==> src/hdl/dlx_pkg.sv <==
package dlx_pkg;

    //////////////////////////////
    // widths and fixed values
    //////////////////////////////

    localparam int word_w    = 32;
    localparam int reg_idx_w = 5;

    localparam logic [word_w-1:0]    pc_step  = word_w'(4);
    localparam logic [word_w-1:0]    reset_pc = '0;
    localparam logic [reg_idx_w-1:0] reg_zero = '0;

    //////////////////////////////
    // encodings
    //////////////////////////////

    // primary opcode, 0 with func 0 is the nop
    typedef enum logic [5:0] {
        op_alu_r = 6'h00,
        op_j     = 6'h02,
        op_beqz  = 6'h04,
        op_bnez  = 6'h05,
        op_addi  = 6'h08,
        op_andi  = 6'h0c,
        op_ori   = 6'h0d,
        op_xori  = 6'h0e,
        op_lhi   = 6'h0f,
        op_jr    = 6'h12,
        op_slli  = 6'h14,
        op_lb    = 6'h20,
        op_lh    = 6'h21,
        op_lw    = 6'h23,
        op_lbu   = 6'h24,
        op_lhu   = 6'h25,
        op_sb    = 6'h28,
        op_sh    = 6'h29,
        op_sw    = 6'h2b
    } opcode_t;

    // r-type function field
    typedef enum logic [5:0] {
        fn_nop = 6'h00,
        fn_sll = 6'h04,
        fn_srl = 6'h06,
        fn_sra = 6'h07,
        fn_add = 6'h20,
        fn_sub = 6'h22,
        fn_and = 6'h24,
        fn_or  = 6'h25,
        fn_xor = 6'h26,
        fn_seq = 6'h28,
        fn_sne = 6'h29,
        fn_slt = 6'h2a
    } func_t;

    typedef enum logic [3:0] {
        alu_add, alu_sub, alu_and, alu_or, alu_xor, alu_sll,
        alu_srl, alu_sra, alu_slt, alu_seq, alu_sne, alu_lhi
    } alu_op_t;

    typedef enum logic [1:0] {
        size_byte = 2'd0,
        size_half = 2'd1,
        size_word = 2'd2
    } dsize_t;

    //////////////////////////////
    // instruction word views
    //////////////////////////////

    typedef struct packed {
        opcode_t              opcode;
        logic [reg_idx_w-1:0] rs1;
        logic [reg_idx_w-1:0] rs2;
        logic [reg_idx_w-1:0] rd;
        logic [4:0]           shamt;
        func_t                func;
    } r_view_t;

    // j-type imm26 is the low 26 bits of this view
    typedef struct packed {
        opcode_t              opcode;
        logic [reg_idx_w-1:0] rs1;
        logic [reg_idx_w-1:0] rd;
        logic [15:0]          imm16;
    } i_view_t;

    typedef union packed {
        r_view_t r;
        i_view_t i;
    } instr_u;

endpackage

==> src/hdl/fetch_unit.sv <==
module fetch_unit
    import dlx_pkg::*;
(
    input  logic              clk,
    input  logic              rst_n,
    input  logic              leap,
    input  logic [word_w-1:0] leap_addr,
    output logic [word_w-1:0] imem_addr,
    input  logic [word_w-1:0] imem_data,
    output logic [word_w-1:0] if_pc_next,
    output instr_u            if_instr
);

    logic [word_w-1:0] pc;
    logic [word_w-1:0] pc_plus4;

    // instruction memory answers in the same cycle
    assign imem_addr = pc;
    assign pc_plus4  = pc + pc_step;

    // pc and instruction half of if/id
    always_ff @(posedge clk) begin
        if (!rst_n) begin
            pc       <= reset_pc;
            // nop into decode
            if_instr <= '0;
        end else begin
            // leap comes from ex/mem, so three slots already fetched
            pc       <= leap ? leap_addr : pc_plus4;
            if_instr <= imem_data;
        end
    end

    // return address half of if/id
    always_ff @(posedge clk) begin
        if_pc_next <= pc_plus4;
    end

endmodule

==> src/hdl/register_file.sv <==
module register_file
    import dlx_pkg::*;
(
    input  logic                 clk,
    input  logic                 rst_n,
    input  logic [reg_idx_w-1:0] rs1_idx,
    input  logic [reg_idx_w-1:0] rs2_idx,
    output logic [word_w-1:0]    rs1_value,
    output logic [word_w-1:0]    rs2_value,
    input  logic                 wb_we,
    input  logic [reg_idx_w-1:0] wb_rd,
    input  logic [word_w-1:0]    wb_value
);

    logic [word_w-1:0] regs [2**reg_idx_w];

    // one write port, r0 never written
    always_ff @(posedge clk) begin
        if (!rst_n) begin
            for (int i = 0; i < 2**reg_idx_w; i++) begin
                regs[i] <= '0;
            end
        end else if (wb_we && (wb_rd != reg_zero)) begin
            regs[wb_rd] <= wb_value;
        end
    end

    // no write-through, value visible the cycle after the edge
    assign rs1_value = regs[rs1_idx];
    assign rs2_value = regs[rs2_idx];

endmodule

==> src/hdl/decode_control.sv <==
module decode_control
    import dlx_pkg::*;
(
    input  logic                 clk,
    input  logic                 rst_n,
    input  logic [word_w-1:0]    if_pc_next,
    input  instr_u               if_instr,
    input  logic [word_w-1:0]    rs1_value,
    input  logic [word_w-1:0]    rs2_value,
    output logic [reg_idx_w-1:0] rs1_idx,
    output logic [reg_idx_w-1:0] rs2_idx,
    output logic [word_w-1:0]    ex_pc_next,
    output logic [word_w-1:0]    ex_op_a,
    output logic [word_w-1:0]    ex_op_b,
    output logic [word_w-1:0]    ex_imm,
    output logic [reg_idx_w-1:0] ex_dest,
    output alu_op_t              ex_alu_op,
    output logic                 ex_use_imm,
    output logic                 ex_branch,
    output logic                 ex_branch_zero,
    output logic                 ex_jump,
    output logic                 ex_reg_to_pc,
    output logic                 ex_reg_write,
    output logic                 ex_mem_to_reg,
    output logic                 ex_mem_write,
    output logic                 ex_load_sign,
    output dsize_t               ex_dsize
);

    opcode_t              op;
    logic [reg_idx_w-1:0] dest;
    logic [word_w-1:0]    imm;
    alu_op_t              alu_op;
    logic                 use_imm;
    logic                 branch;
    logic                 branch_zero;
    logic                 jump;
    logic                 reg_to_pc;
    logic                 reg_write;
    logic                 mem_to_reg;
    logic                 mem_write;
    logic                 load_sign;
    dsize_t               dsize;

    assign op = if_instr.i.opcode;

    // store data sits in the rs2 slot, read through port 2
    assign rs1_idx = if_instr.r.rs1;
    assign rs2_idx = if_instr.r.rs2;

    //////////////////////////////
    // opcode decode
    //////////////////////////////

    always_comb begin
        dest        = if_instr.i.rd;
        imm         = {{16{if_instr.i.imm16[15]}}, if_instr.i.imm16};
        alu_op      = alu_add;
        use_imm     = 1'b0;
        branch      = 1'b0;
        branch_zero = 1'b0;
        jump        = 1'b0;
        reg_to_pc   = 1'b0;
        reg_write   = 1'b0;
        mem_to_reg  = 1'b0;
        mem_write   = 1'b0;
        load_sign   = (op != op_lbu) && (op != op_lhu);
        // access size for loads and stores
        case (op)
            op_lb, op_lbu, op_sb: dsize = size_byte;
            op_lh, op_lhu, op_sh: dsize = size_half;
            default:              dsize = size_word;
        endcase
        case (op)
            op_alu_r: begin
                dest      = if_instr.r.rd;
                reg_write = 1'b1;
                case (if_instr.r.func)
                    fn_add:  alu_op = alu_add;
                    fn_sub:  alu_op = alu_sub;
                    fn_and:  alu_op = alu_and;
                    fn_or:   alu_op = alu_or;
                    fn_xor:  alu_op = alu_xor;
                    fn_sll:  alu_op = alu_sll;
                    fn_srl:  alu_op = alu_srl;
                    fn_sra:  alu_op = alu_sra;
                    fn_slt:  alu_op = alu_slt;
                    fn_seq:  alu_op = alu_seq;
                    fn_sne:  alu_op = alu_sne;
                    // nop and unknown func write nothing
                    default: reg_write = 1'b0;
                endcase
            end
            op_addi, op_slli, op_lhi, op_andi, op_ori, op_xori: begin
                use_imm   = 1'b1;
                reg_write = 1'b1;
                case (op)
                    op_slli: alu_op = alu_sll;
                    op_lhi:  alu_op = alu_lhi;
                    op_andi: alu_op = alu_and;
                    op_ori:  alu_op = alu_or;
                    op_xori: alu_op = alu_xor;
                    default: alu_op = alu_add;
                endcase
                // logical immediates are zero extended
                if (op inside {op_andi, op_ori, op_xori}) begin
                    imm = {16'b0, if_instr.i.imm16};
                end
            end
            op_lb, op_lbu, op_lh, op_lhu, op_lw: begin
                use_imm    = 1'b1;
                reg_write  = 1'b1;
                mem_to_reg = 1'b1;
            end
            op_sb, op_sh, op_sw: begin
                use_imm   = 1'b1;
                mem_write = 1'b1;
            end
            op_beqz: begin
                branch      = 1'b1;
                branch_zero = 1'b1;
            end
            op_bnez: branch = 1'b1;
            op_j: begin
                jump = 1'b1;
                imm  = {{6{if_instr.i.rs1[4]}}, if_instr.i.rs1, if_instr.i.rd,
                        if_instr.i.imm16};
            end
            op_jr:   reg_to_pc = 1'b1;
            default: reg_write = 1'b0;
        endcase
    end

    //////////////////////////////
    // id/ex register
    //////////////////////////////

    always_ff @(posedge clk) begin
        if (!rst_n) begin
            ex_alu_op      <= alu_add;
            ex_use_imm     <= 1'b0;
            ex_branch      <= 1'b0;
            ex_branch_zero <= 1'b0;
            ex_jump        <= 1'b0;
            ex_reg_to_pc   <= 1'b0;
            ex_reg_write   <= 1'b0;
            ex_mem_to_reg  <= 1'b0;
            ex_mem_write   <= 1'b0;
            ex_load_sign   <= 1'b0;
            ex_dsize       <= size_byte;
        end else begin
            ex_alu_op      <= alu_op;
            ex_use_imm     <= use_imm;
            ex_branch      <= branch;
            ex_branch_zero <= branch_zero;
            ex_jump        <= jump;
            ex_reg_to_pc   <= reg_to_pc;
            ex_reg_write   <= reg_write;
            ex_mem_to_reg  <= mem_to_reg;
            ex_mem_write   <= mem_write;
            ex_load_sign   <= load_sign;
            ex_dsize       <= dsize;
        end
    end

    // operands and addresses
    always_ff @(posedge clk) begin
        ex_pc_next <= if_pc_next;
        ex_op_a    <= rs1_value;
        ex_op_b    <= rs2_value;
        ex_imm     <= imm;
        ex_dest    <= dest;
    end

endmodule

==> src/hdl/execute_unit.sv <==
module execute_unit
    import dlx_pkg::*;
(
    input  logic                 clk,
    input  logic                 rst_n,
    input  logic [word_w-1:0]    ex_pc_next,
    input  logic [word_w-1:0]    ex_op_a,
    input  logic [word_w-1:0]    ex_op_b,
    input  logic [word_w-1:0]    ex_imm,
    input  logic [reg_idx_w-1:0] ex_dest,
    input  alu_op_t              ex_alu_op,
    input  logic                 ex_use_imm,
    input  logic                 ex_branch,
    input  logic                 ex_branch_zero,
    input  logic                 ex_jump,
    input  logic                 ex_reg_to_pc,
    input  logic                 ex_reg_write,
    input  logic                 ex_mem_to_reg,
    input  logic                 ex_mem_write,
    input  logic                 ex_load_sign,
    input  dsize_t               ex_dsize,
    output logic [word_w-1:0]    mem_alu_result,
    output logic [word_w-1:0]    mem_store_data,
    output logic [reg_idx_w-1:0] mem_dest,
    output logic                 mem_reg_write,
    output logic                 mem_mem_to_reg,
    output logic                 mem_mem_write,
    output logic                 mem_load_sign,
    output dsize_t               mem_dsize,
    output logic                 leap,
    output logic [word_w-1:0]    leap_addr
);

    logic [word_w-1:0] op_b_sel;
    logic [word_w-1:0] alu_result;
    logic [4:0]        shamt;
    logic              taken;

    assign op_b_sel = ex_use_imm ? ex_imm : ex_op_b;
    assign shamt    = op_b_sel[4:0];

    //////////////////////////////
    // alu
    //////////////////////////////

    always_comb begin
        case (ex_alu_op)
            alu_add: alu_result = ex_op_a + op_b_sel;
            alu_sub: alu_result = ex_op_a - op_b_sel;
            alu_and: alu_result = ex_op_a & op_b_sel;
            alu_or:  alu_result = ex_op_a | op_b_sel;
            alu_xor: alu_result = ex_op_a ^ op_b_sel;
            alu_sll: alu_result = ex_op_a << shamt;
            alu_srl: alu_result = ex_op_a >> shamt;
            alu_sra: alu_result = $signed(ex_op_a) >>> shamt;
            alu_slt: alu_result = word_w'($signed(ex_op_a) < $signed(op_b_sel));
            alu_seq: alu_result = word_w'(ex_op_a == op_b_sel);
            alu_sne: alu_result = word_w'(ex_op_a != op_b_sel);
            // imm16 into the upper half
            alu_lhi: alu_result = {op_b_sel[15:0], 16'b0};
            default: alu_result = '0;
        endcase
    end

    // beqz when op_a is zero, bnez otherwise
    assign taken = ex_branch && ((ex_op_a == '0) == ex_branch_zero);

    //////////////////////////////
    // ex/mem register
    //////////////////////////////

    always_ff @(posedge clk) begin
        if (!rst_n) begin
            mem_reg_write  <= 1'b0;
            mem_mem_to_reg <= 1'b0;
            mem_mem_write  <= 1'b0;
            mem_load_sign  <= 1'b0;
            mem_dsize      <= size_byte;
            leap           <= 1'b0;
        end else begin
            mem_reg_write  <= ex_reg_write;
            mem_mem_to_reg <= ex_mem_to_reg;
            mem_mem_write  <= ex_mem_write;
            mem_load_sign  <= ex_load_sign;
            mem_dsize      <= ex_dsize;
            leap           <= taken || ex_jump || ex_reg_to_pc;
        end
    end

    always_ff @(posedge clk) begin
        mem_alu_result <= alu_result;
        mem_store_data <= ex_op_b;
        mem_dest       <= ex_dest;
        // jr target or pc relative
        leap_addr      <= ex_reg_to_pc ? ex_op_a : ex_pc_next + ex_imm;
    end

endmodule

==> src/hdl/memory_writeback.sv <==
module memory_writeback
    import dlx_pkg::*;
(
    input  logic                 clk,
    input  logic                 rst_n,
    input  logic [word_w-1:0]    mem_alu_result,
    input  logic [word_w-1:0]    mem_store_data,
    input  logic [reg_idx_w-1:0] mem_dest,
    input  logic                 mem_reg_write,
    input  logic                 mem_mem_to_reg,
    input  logic                 mem_mem_write,
    input  logic                 mem_load_sign,
    input  dsize_t               mem_dsize,
    input  logic [word_w-1:0]    dmem_rdata,
    output logic [word_w-1:0]    dmem_addr,
    output logic [word_w-1:0]    dmem_wdata,
    output dsize_t               dmem_size,
    output logic                 dmem_we,
    output logic                 wb_we,
    output logic [reg_idx_w-1:0] wb_rd,
    output logic [word_w-1:0]    wb_value
);

    logic [7:0]        byte_lane;
    logic [15:0]       half_lane;
    logic [word_w-1:0] load_value;
    logic [word_w-1:0] wb_alu;
    logic [word_w-1:0] wb_load;
    logic              wb_mem_to_reg;

    // memory does the lane steering for stores
    assign dmem_addr  = mem_alu_result;
    assign dmem_wdata = mem_store_data;
    assign dmem_size  = mem_dsize;
    assign dmem_we    = mem_mem_write;

    //////////////////////////////
    // load lanes
    //////////////////////////////

    // big-endian so address 0 is the top lane
    assign byte_lane = dmem_rdata[{~mem_alu_result[1:0], 3'b000} +: 8];
    assign half_lane = dmem_rdata[{~mem_alu_result[1], 4'b0000} +: 16];

    always_comb begin
        case (mem_dsize)
            size_byte: load_value = {{24{mem_load_sign & byte_lane[7]}}, byte_lane};
            size_half: load_value = {{16{mem_load_sign & half_lane[15]}}, half_lane};
            default:   load_value = dmem_rdata;
        endcase
    end

    //////////////////////////////
    // mem/wb register
    //////////////////////////////

    always_ff @(posedge clk) begin
        if (!rst_n) begin
            wb_we         <= 1'b0;
            wb_mem_to_reg <= 1'b0;
        end else begin
            wb_we         <= mem_reg_write;
            wb_mem_to_reg <= mem_mem_to_reg;
        end
    end

    always_ff @(posedge clk) begin
        wb_rd   <= mem_dest;
        wb_alu  <= mem_alu_result;
        wb_load <= load_value;
    end

    // write-back select
    assign wb_value = wb_mem_to_reg ? wb_load : wb_alu;

endmodule

==> src/hdl/dlx_core.sv <==
module dlx_core
    import dlx_pkg::*;
(
    input  logic              clk,
    input  logic              rst_n,
    output logic [word_w-1:0] imem_addr,
    input  logic [word_w-1:0] imem_data,
    output logic [word_w-1:0] dmem_addr,
    output logic [word_w-1:0] dmem_wdata,
    output dsize_t            dmem_size,
    output logic              dmem_we,
    input  logic [word_w-1:0] dmem_rdata
);

    //////////////////////////////
    // stage to stage nets
    //////////////////////////////

    // if/id
    logic [word_w-1:0]    if_pc_next;
    instr_u               if_instr;

    // register file read side
    logic [reg_idx_w-1:0] rs1_idx;
    logic [reg_idx_w-1:0] rs2_idx;
    logic [word_w-1:0]    rs1_value;
    logic [word_w-1:0]    rs2_value;

    // id/ex
    logic [word_w-1:0]    ex_pc_next;
    logic [word_w-1:0]    ex_op_a;
    logic [word_w-1:0]    ex_op_b;
    logic [word_w-1:0]    ex_imm;
    logic [reg_idx_w-1:0] ex_dest;
    alu_op_t              ex_alu_op;
    logic                 ex_use_imm;
    logic                 ex_branch;
    logic                 ex_branch_zero;
    logic                 ex_jump;
    logic                 ex_reg_to_pc;
    logic                 ex_reg_write;
    logic                 ex_mem_to_reg;
    logic                 ex_mem_write;
    logic                 ex_load_sign;
    dsize_t               ex_dsize;

    // ex/mem, leap goes back to fetch
    logic [word_w-1:0]    mem_alu_result;
    logic [word_w-1:0]    mem_store_data;
    logic [reg_idx_w-1:0] mem_dest;
    logic                 mem_reg_write;
    logic                 mem_mem_to_reg;
    logic                 mem_mem_write;
    logic                 mem_load_sign;
    dsize_t               mem_dsize;
    logic                 leap;
    logic [word_w-1:0]    leap_addr;

    // mem/wb into the register file write port
    logic                 wb_we;
    logic [reg_idx_w-1:0] wb_rd;
    logic [word_w-1:0]    wb_value;

    //////////////////////////////
    // stages in pipeline order
    //////////////////////////////

    fetch_unit u_fetch (.*);

    decode_control u_decode (.*);

    register_file u_regs (.*);

    execute_unit u_execute (.*);

    memory_writeback u_mem_wb (.*);

endmodule

==> config.mk <==
export PLATFORM = sky130hd
export DESIGN_NAME = dlx_core
export DESIGN_NICKNAME = d
export VERILOG_FILES = /design/src/hdl/dlx_pkg.sv /design/src/hdl/fetch_unit.sv /design/src/hdl/register_file.sv /design/src/hdl/decode_control.sv /design/src/hdl/execute_unit.sv /design/src/hdl/memory_writeback.sv /design/src/hdl/dlx_core.sv
export SDC_FILE = /design/constraint.sdc
export NUM_CORES = 2
export LEC_CHECK = 0
export ABC_CLOCK_PERIOD_IN_PS = 4100
export BUFFER_PORTS_ARGS = -buffer_cell sky130_fd_sc_hd__buf_2
export CORE_UTILIZATION = 55
export DETAILED_ROUTE_END_ITERATION = 12
export PLACE_DENSITY = 0.74
export SYNTH_ARGS = -nofsm -noshare
export SYNTH_HDL_FRONTEND = slang
export SYNTH_SLANG_ARGS = --single-unit
==> constraint.sdc <==
create_clock -name clk -period 4.1 [get_ports clk]
set_input_delay 0.82 -clock clk [delete_from_list [all_inputs] [get_ports clk]]
set_output_delay 0.82 -clock clk [all_outputs]
set_load 0.05 [all_outputs]
# After elaboration in Yosys (flattened, before gate mapping)
# Memory sizes are Yosys's and may differ from the RTL's. A register that Yosys moved wholly into a read port is not among the register bits.
# Index checks and enable logic that the tools add are counted.
[word_totals]
reg_bits = 359
mem_bits_rw = 1024
in_bits = 66
output_inout_bits = 99
elab_cells = 146
mem_count = 1
[classes]
n_addsub = 4
n_lt_le_gt_ge = 1
eq_ne = 46
n_shift = 5
muxes = 29
bitwise_logic = 7
reduce_logical = 21
[mem_list]
columns = ["name", "words", "width", "read_ports", "rd_clocked_by_memory_dff", "write_ports", "line_no", "rtl"]
rows = [
  ["u_regs.regs", 32, 32, 2, 2, 32, "register_file.sv:15", "logic [word_w-1:0] regs [2**reg_idx_w];"],
]
[ops]
columns = ["op", "n"]
rows = [
  ["$pmux W32 S12", 1],
  ["$mux W32", 6],
  ["$pmux W32 S2", 2],
  ["$eq A6 B6 Y1 const B", 16],
  ["$add A32 B32 Y32", 2],
  ["$pmux W4 S10", 1],
  ["$add A32 B3 Y32 const B", 1],
  ["$and A32 B32 Y32", 1],
  ["$eq A32 B32 Y1", 1],
  ["$logic_not A32 Y1", 1],
  ["$lt A32 B32 Y1", 1],
  ["$ne A32 B32 Y1", 1],
  ["$or A32 B32 Y32", 1],
  ["$reduce_or A32 Y1", 1],
  ["$shiftx A32 B6 Y16", 1],
  ["$shiftx A32 B6 Y8", 1],
  ["$shl A32 B5 Y32", 1],
  ["$shr A32 B5 Y32", 1],
  ["$sshr A32 B5 Y32", 1],
  ["$sub A32 B32 Y32", 1],
  ["$xor A32 B32 Y32", 1],
  ["$eq A6 B3 Y1 const B", 5],
  ["$eq A6 B4 Y1 const B", 5],
  ["$reduce_or A11 Y1", 2],
  ["30 further kinds", 58],
]

# Longest topological paths before layout
[depth]
ltp_word = 7
mapped_depth = 17
mapped_depth_nobuf = 14

# By module
# Synthesis repeated with hierarchy kept, for this count alone.
[hier_totals]
cells_unflattened = 7284
hier_area_um2 = 79304.8
[by_module_without_submodules]
columns = ["mod", "instances", "cells_each", "area_each_um2", "seq_area_each_um2"]
rows = [
  ["register_file", 1, 4609, 55715.9, 30749.5],
  ["execute_unit", 1, 1806, 13366.6, 2162.1],
  ["decode_control", 1, 263, 3668.5, 2842.7],
  ["fetch_unit", 1, 321, 3440.8, 1921.8],
  ["memory_writeback", 1, 285, 3113.0, 1421.4],
]

# Worst setup path after synthesis
# Ideal clock, no wire load.
[synth_path]
path_kind = "flip-flop to flip-flop"
start = "reg u_decode.ex_use_imm"
end = "reg u_execute.mem_alu_result[25]"
setup_time_ns = 0.137
t_arrival_ns = 4.111
setup_slack_ns = -0.148
stages_incl_launch_ff = 17
n_path_buf = 5
period_less_slack_ns = 4.248
cell_sequence = "dfxtp_1 buf_6 mux2i_4 clkbuf_1 buf_1 buf_1 ha_1 buf_2 nor3_1 a221oi_1 o311a_1 o21a_1 o41ai_1 a211o_1 inv_1 a221oi_1 o2111ai_1"
[synth_between]
elab_chain_len = 3
word_cells_on_any_way = 10
[synth_rtl]
columns = ["item", "line_no", "rtl"]
rows = [
  ["start: declaration", "decode_control.sv:18", "output logic ex_use_imm,"],
  ["start signal: assignment", "decode_control.sv:153", "ex_use_imm <= use_imm;"],
  ["$mux W32 (*)", "execute_unit.sv:39", "assign op_b_sel = ex_use_imm ? ex_imm : ex_op_b;"],
  ["$sub A32 B32 Y32, or another cell as far along", "execute_unit.sv:49", "alu_sub: alu_result = ex_op_a - op_b_sel;"],
  ["$pmux W32 S12 (*)", "execute_unit.sv:47", "case (ex_alu_op)"],
  ["net u_execute.alu_result[25]", "execute_unit.sv:35", "logic [word_w-1:0] alu_result;"],
  ["end signal: assignment", "execute_unit.sv:91", "mem_alu_result <= alu_result;"],
  ["end: declaration", "execute_unit.sv:22", "output logic [word_w-1:0] mem_alu_result,"],
]
# The timed path passes the listed nets; every way through them passes the cells marked *.
# A chain may end at the register's enable or synchronous reset.

# Worst setup path after layout
[layout_path]
start = "reg u_decode.ex_use_imm"
end = "reg u_execute.mem_alu_result[0]"
[layout_between]
elab_chain_len = 3
word_cells_on_any_way = 13
[layout_rtl]
columns = ["item", "line_no"]
rows = [
  ["$mux W32 (*)", "execute_unit.sv:39"],
  ["$sub A32 B32 Y32, or another cell as far along", "execute_unit.sv:49"],
  ["$pmux W32 S12 (*)", "execute_unit.sv:47"],
  ["net u_execute.alu_result[0]", "execute_unit.sv:35"],
]
# Marks and branches as above.

==> impl_results.md <==
- Outcome: finished clean
- Total power: 43490 uW
- Pwr dens: 518.9 nW/um^2
- Post-synth EDFFs: 1024
- Final setup fails: 0
- Met2 GRT Util: 60.68%
- Die X: 368.8 um
- Met3 usage: 14.46%
- Synthesized instance count: between 5000 and 6000
- Mean Syn Cell Area: 12.85 um^2
- Remaining Overflow, GRT: 0
- P_sw: 15390 uW
- GRT busiest layer: met2
- WL per Instance: ~36 um
- Post-synthesis sequential area ratio: between 50 and 60%
- Yosys top cell by area: edfxtp_1
- Port bufs: 164
- Clk_lat worst skew: between 0.8 and 0.9 ns
- H-tree levels: 4
- Worst-path clk slew: roughly 0.07 ns
- Register share of total power: about two fifths
- CP startpoint: u_decode.ex_use_imm$_SDFF_PN0_
- Via count: 54940
- Detail Route Antenna Nets: 0
- Crit path DAT: 4.65 ns
- Worst vdd ir: 400.9 uV
- CTS tree: built
- RSZ-0062 raised after global routing: yes
- Sw Ratio: a little over a third
- Hpwl dp: 183900 um
- Met1 Use GR: approximately half
- Die ar.: 136000 um^2
- Final core area utilization: a little over three fifths
- DR pass1 iterations: 6
- Core area: 133500 um^2
- Root Buffer: clkbuf_16
- Initial DRC Count: 9080
- Critical Path Source Type: register
- Leading post-synthesis cells by cell area: edfxtp_1, mux4_2, dfxtp_1
- Seq cells post-synth: 1441
- Final Hold Viols: 0
- Hold path start: imem_data[18]
- Initial Util: 55.46%
- Fmax achieved: 252.4 MHz
- IO Count: 165
- Period utilization: 96.65%
- Leak: 0.03083 uW
- Die height: ~370 um
- Top FF cell, synth: edfxtp_1
- Comb power frac: 27.1%
- Cts hold-fix bufs: 0
- CTS max path bufs: 3
- Max-Cap Viols: 0
- Largest register FFs: 1024
- Routed wire length: 281800 um
- Max-Slew Margin vs Limit: a little under a tenth
- Synth unique cells: 98
- Largest Register: u_regs.regs
- Post-Syn Area: ~74000 um^2
- P_int: 28100 uW
- YS warnings: 0
- Vias in the first global route: ~54000
- Setup Slack @ Placement: -0.1123 ns
- Min setup slack post-route: about 0.14 ns
- Yosys top cell area share: 41.55%
- First-pass GRT wire length: 393300 um
- Crit. End Element: register
- Nets@finish: between 6000 and 7000
- Vias per cell: ~7.0
- Fin Clk Skew: 0.03599 ns
- Total CTS buffers: ~150
- Worst EP required: 4.79 ns
- Clock power share: 32.0%
- Critical setup path kind: register to register
- Clock sinks: 1441
- Critical path fanouts, max: 6
- Ys async rst share: 0%
- Layout cell share with drive strength beyond 1: 26.60%
- Fill count: 9837
- Rows: 134
- Gr usage total: 41.33%
- Antenna violations before repair: 27
- Area growth, synth to finish: 13.24%
- Final Max Tran Viols: 0
- Largest net degree at the start of global routing: 93
- Routability cong.: 1.066
- R2R Path Start: u_decode.ex_use_imm$_SDFF_PN0_
- Worst slew pin tran: between 1 and 1.5 ns
- DRC Markers: 0
- Min cycle time layout: 3.963 ns
- Hold Path Class: input pin to register
==> area by class of cell <==
type,instances,area [um^2],share of cell area [%]
Inverter,121,457.9,0.5464
Sequential cell,1441,39140,46.70
Tap cell,1768,2212,2.639
Clock buffer,207,4214,5.028
Antenna cell,8,20.02,0.02389
Clock inverter,68,748.2,0.8927
Timing Repair Buffer,490,3896,4.649
Multi-Input combinational cell,3707,33130,39.53
==> Yosys cell counts, types with 17 or more instances <==
cell         n
a211oi_1    45
a21o_1      46
a21oi_1    144
a221oi_1    19
a22oi_1     19
a31oi_1     23
and2_1      52
buf_1       69
buf_2       30
clkbuf_1   414
dfxtp_1    417
edfxtp_1  1024
ha_1       135
inv_1      116
mux2_2      89
mux2i_1    165
mux4_2     663
nand2_1    328
nand2b_1    24
nand3_1     36
nand4_1     23
nor2_1    1209
nor2b_1     30
nor3_1      69
nor4_1      25
o211ai_1    30
o21ai_0    143
o21bai_1    20
o221ai_1    20
o22ai_1     26
o31ai_1     17
xnor2_1     31
xor2_1      20
==> layer usage <==
metal / part of all wire [%] / wire (um)
met5: 0.050 / 141
met2: 44 / 123600
met3: 14 / 40450
met4: 8.8 / 24700
met1: 33 / 92920
==> cells in the final DEF (no fill, tap or decap), types with 24 or more instances in the layout <==
cell,n
a211oi_1,45
a21o_1,46
a21oi_1,144
and2_1,52
buf_12,50
buf_2,163
buf_4,277
clkbuf_1,38
clkbuf_16,155
conb_1,32
dfxtp_1,403
edfxtp_1,1024
ha_1,135
inv_1,115
mux2_2,89
mux2i_1,128
mux2i_4,37
mux4_2,663
nand2_1,283
nand2_2,45
nand2b_1,24
nand3_1,33
nor2_1,1209
nor2b_1,30
nor3_1,68
o211ai_1,30
o21ai_0,143
o22ai_1,26
xnor2_1,31
==> final timing paths <==
check	cells past startpoint	to	slack, ns
setup / recovery	15	u_execute.mem_alu_result[0]$_DFF_P_	0.14
hold / removal	2	u_fetch.if_instr[18]$_SDFF_PN0_	0.20
setup reg to reg	15	u_execute.mem_alu_result[0]$_DFF_P_	0.14
hold reg to reg	0	u_decode.ex_pc_next[18]$_DFF_P_	0.32
==> power groups by stage <==
stage / logic, uW / registers [uW] / clock network (uW)
after floorplan: 6050 / 18100 / 0
after global placement: 11300 / 18000 / 0
after detailed placement: 11300 / 18000 / 0
after CTS: 11300 / 17700 / 13900
after global routing: 12000 / 17800 / 14500
final: 11800 / 17800 / 13900
==> critical path: stages, from the launching register on <==
cell and delay (ns):
dfxtp_2 0.37, buf_4 0.22, mux2i_4 0.43, inv_4 0.06, fa_1 0.42, o21bai_1 0.27, a221oi_1 0.20, a21o_1 0.24
o2111a_1 0.30, nor3_1 0.26, a211oi_2 0.07, buf_4 0.17, buf_4 0.16, o221ai_1 0.20, a21oi_1 0.10, or3_1 0.38
==> per-stage QoR <==
stage               setup TNS, ns  cell area [um^2]  std cells  hold slack (ns)
floorplan                       0             74140       5792           0.3096
global placement          -0.2895             78790       7527           0.3106
detailed placement        -0.1123             78790       7527           0.3121
CTS                             0             83750       7802           0.1886
global route            -0.001974             83800       7803           0.1975
finish                          0             83810       7810           0.2000
==> timing repair <==
| item | CTS | global route |
|---|---|---|
| endpoints found under the hold margin | 0 | 0 |
| buffers inserted | 0 | 0 |
| endpoints found under the setup margin | 1 | 8 |
| gates resized for setup | 1 | 8 |
==> cell families after synthesis <==
kind of cell | synth area share (%)
adders and majority gates | 2.363
DFF | 52.82
xor gates and xnor gates | 0.6035
other | 0.005067
and+or+nand+nor | 10.60
muxes | 23.94
AOI/OAI and AO/OA | 6.273
buffers and inverters | 3.391
Note: power is estimated with default switching activity, not from simulation.
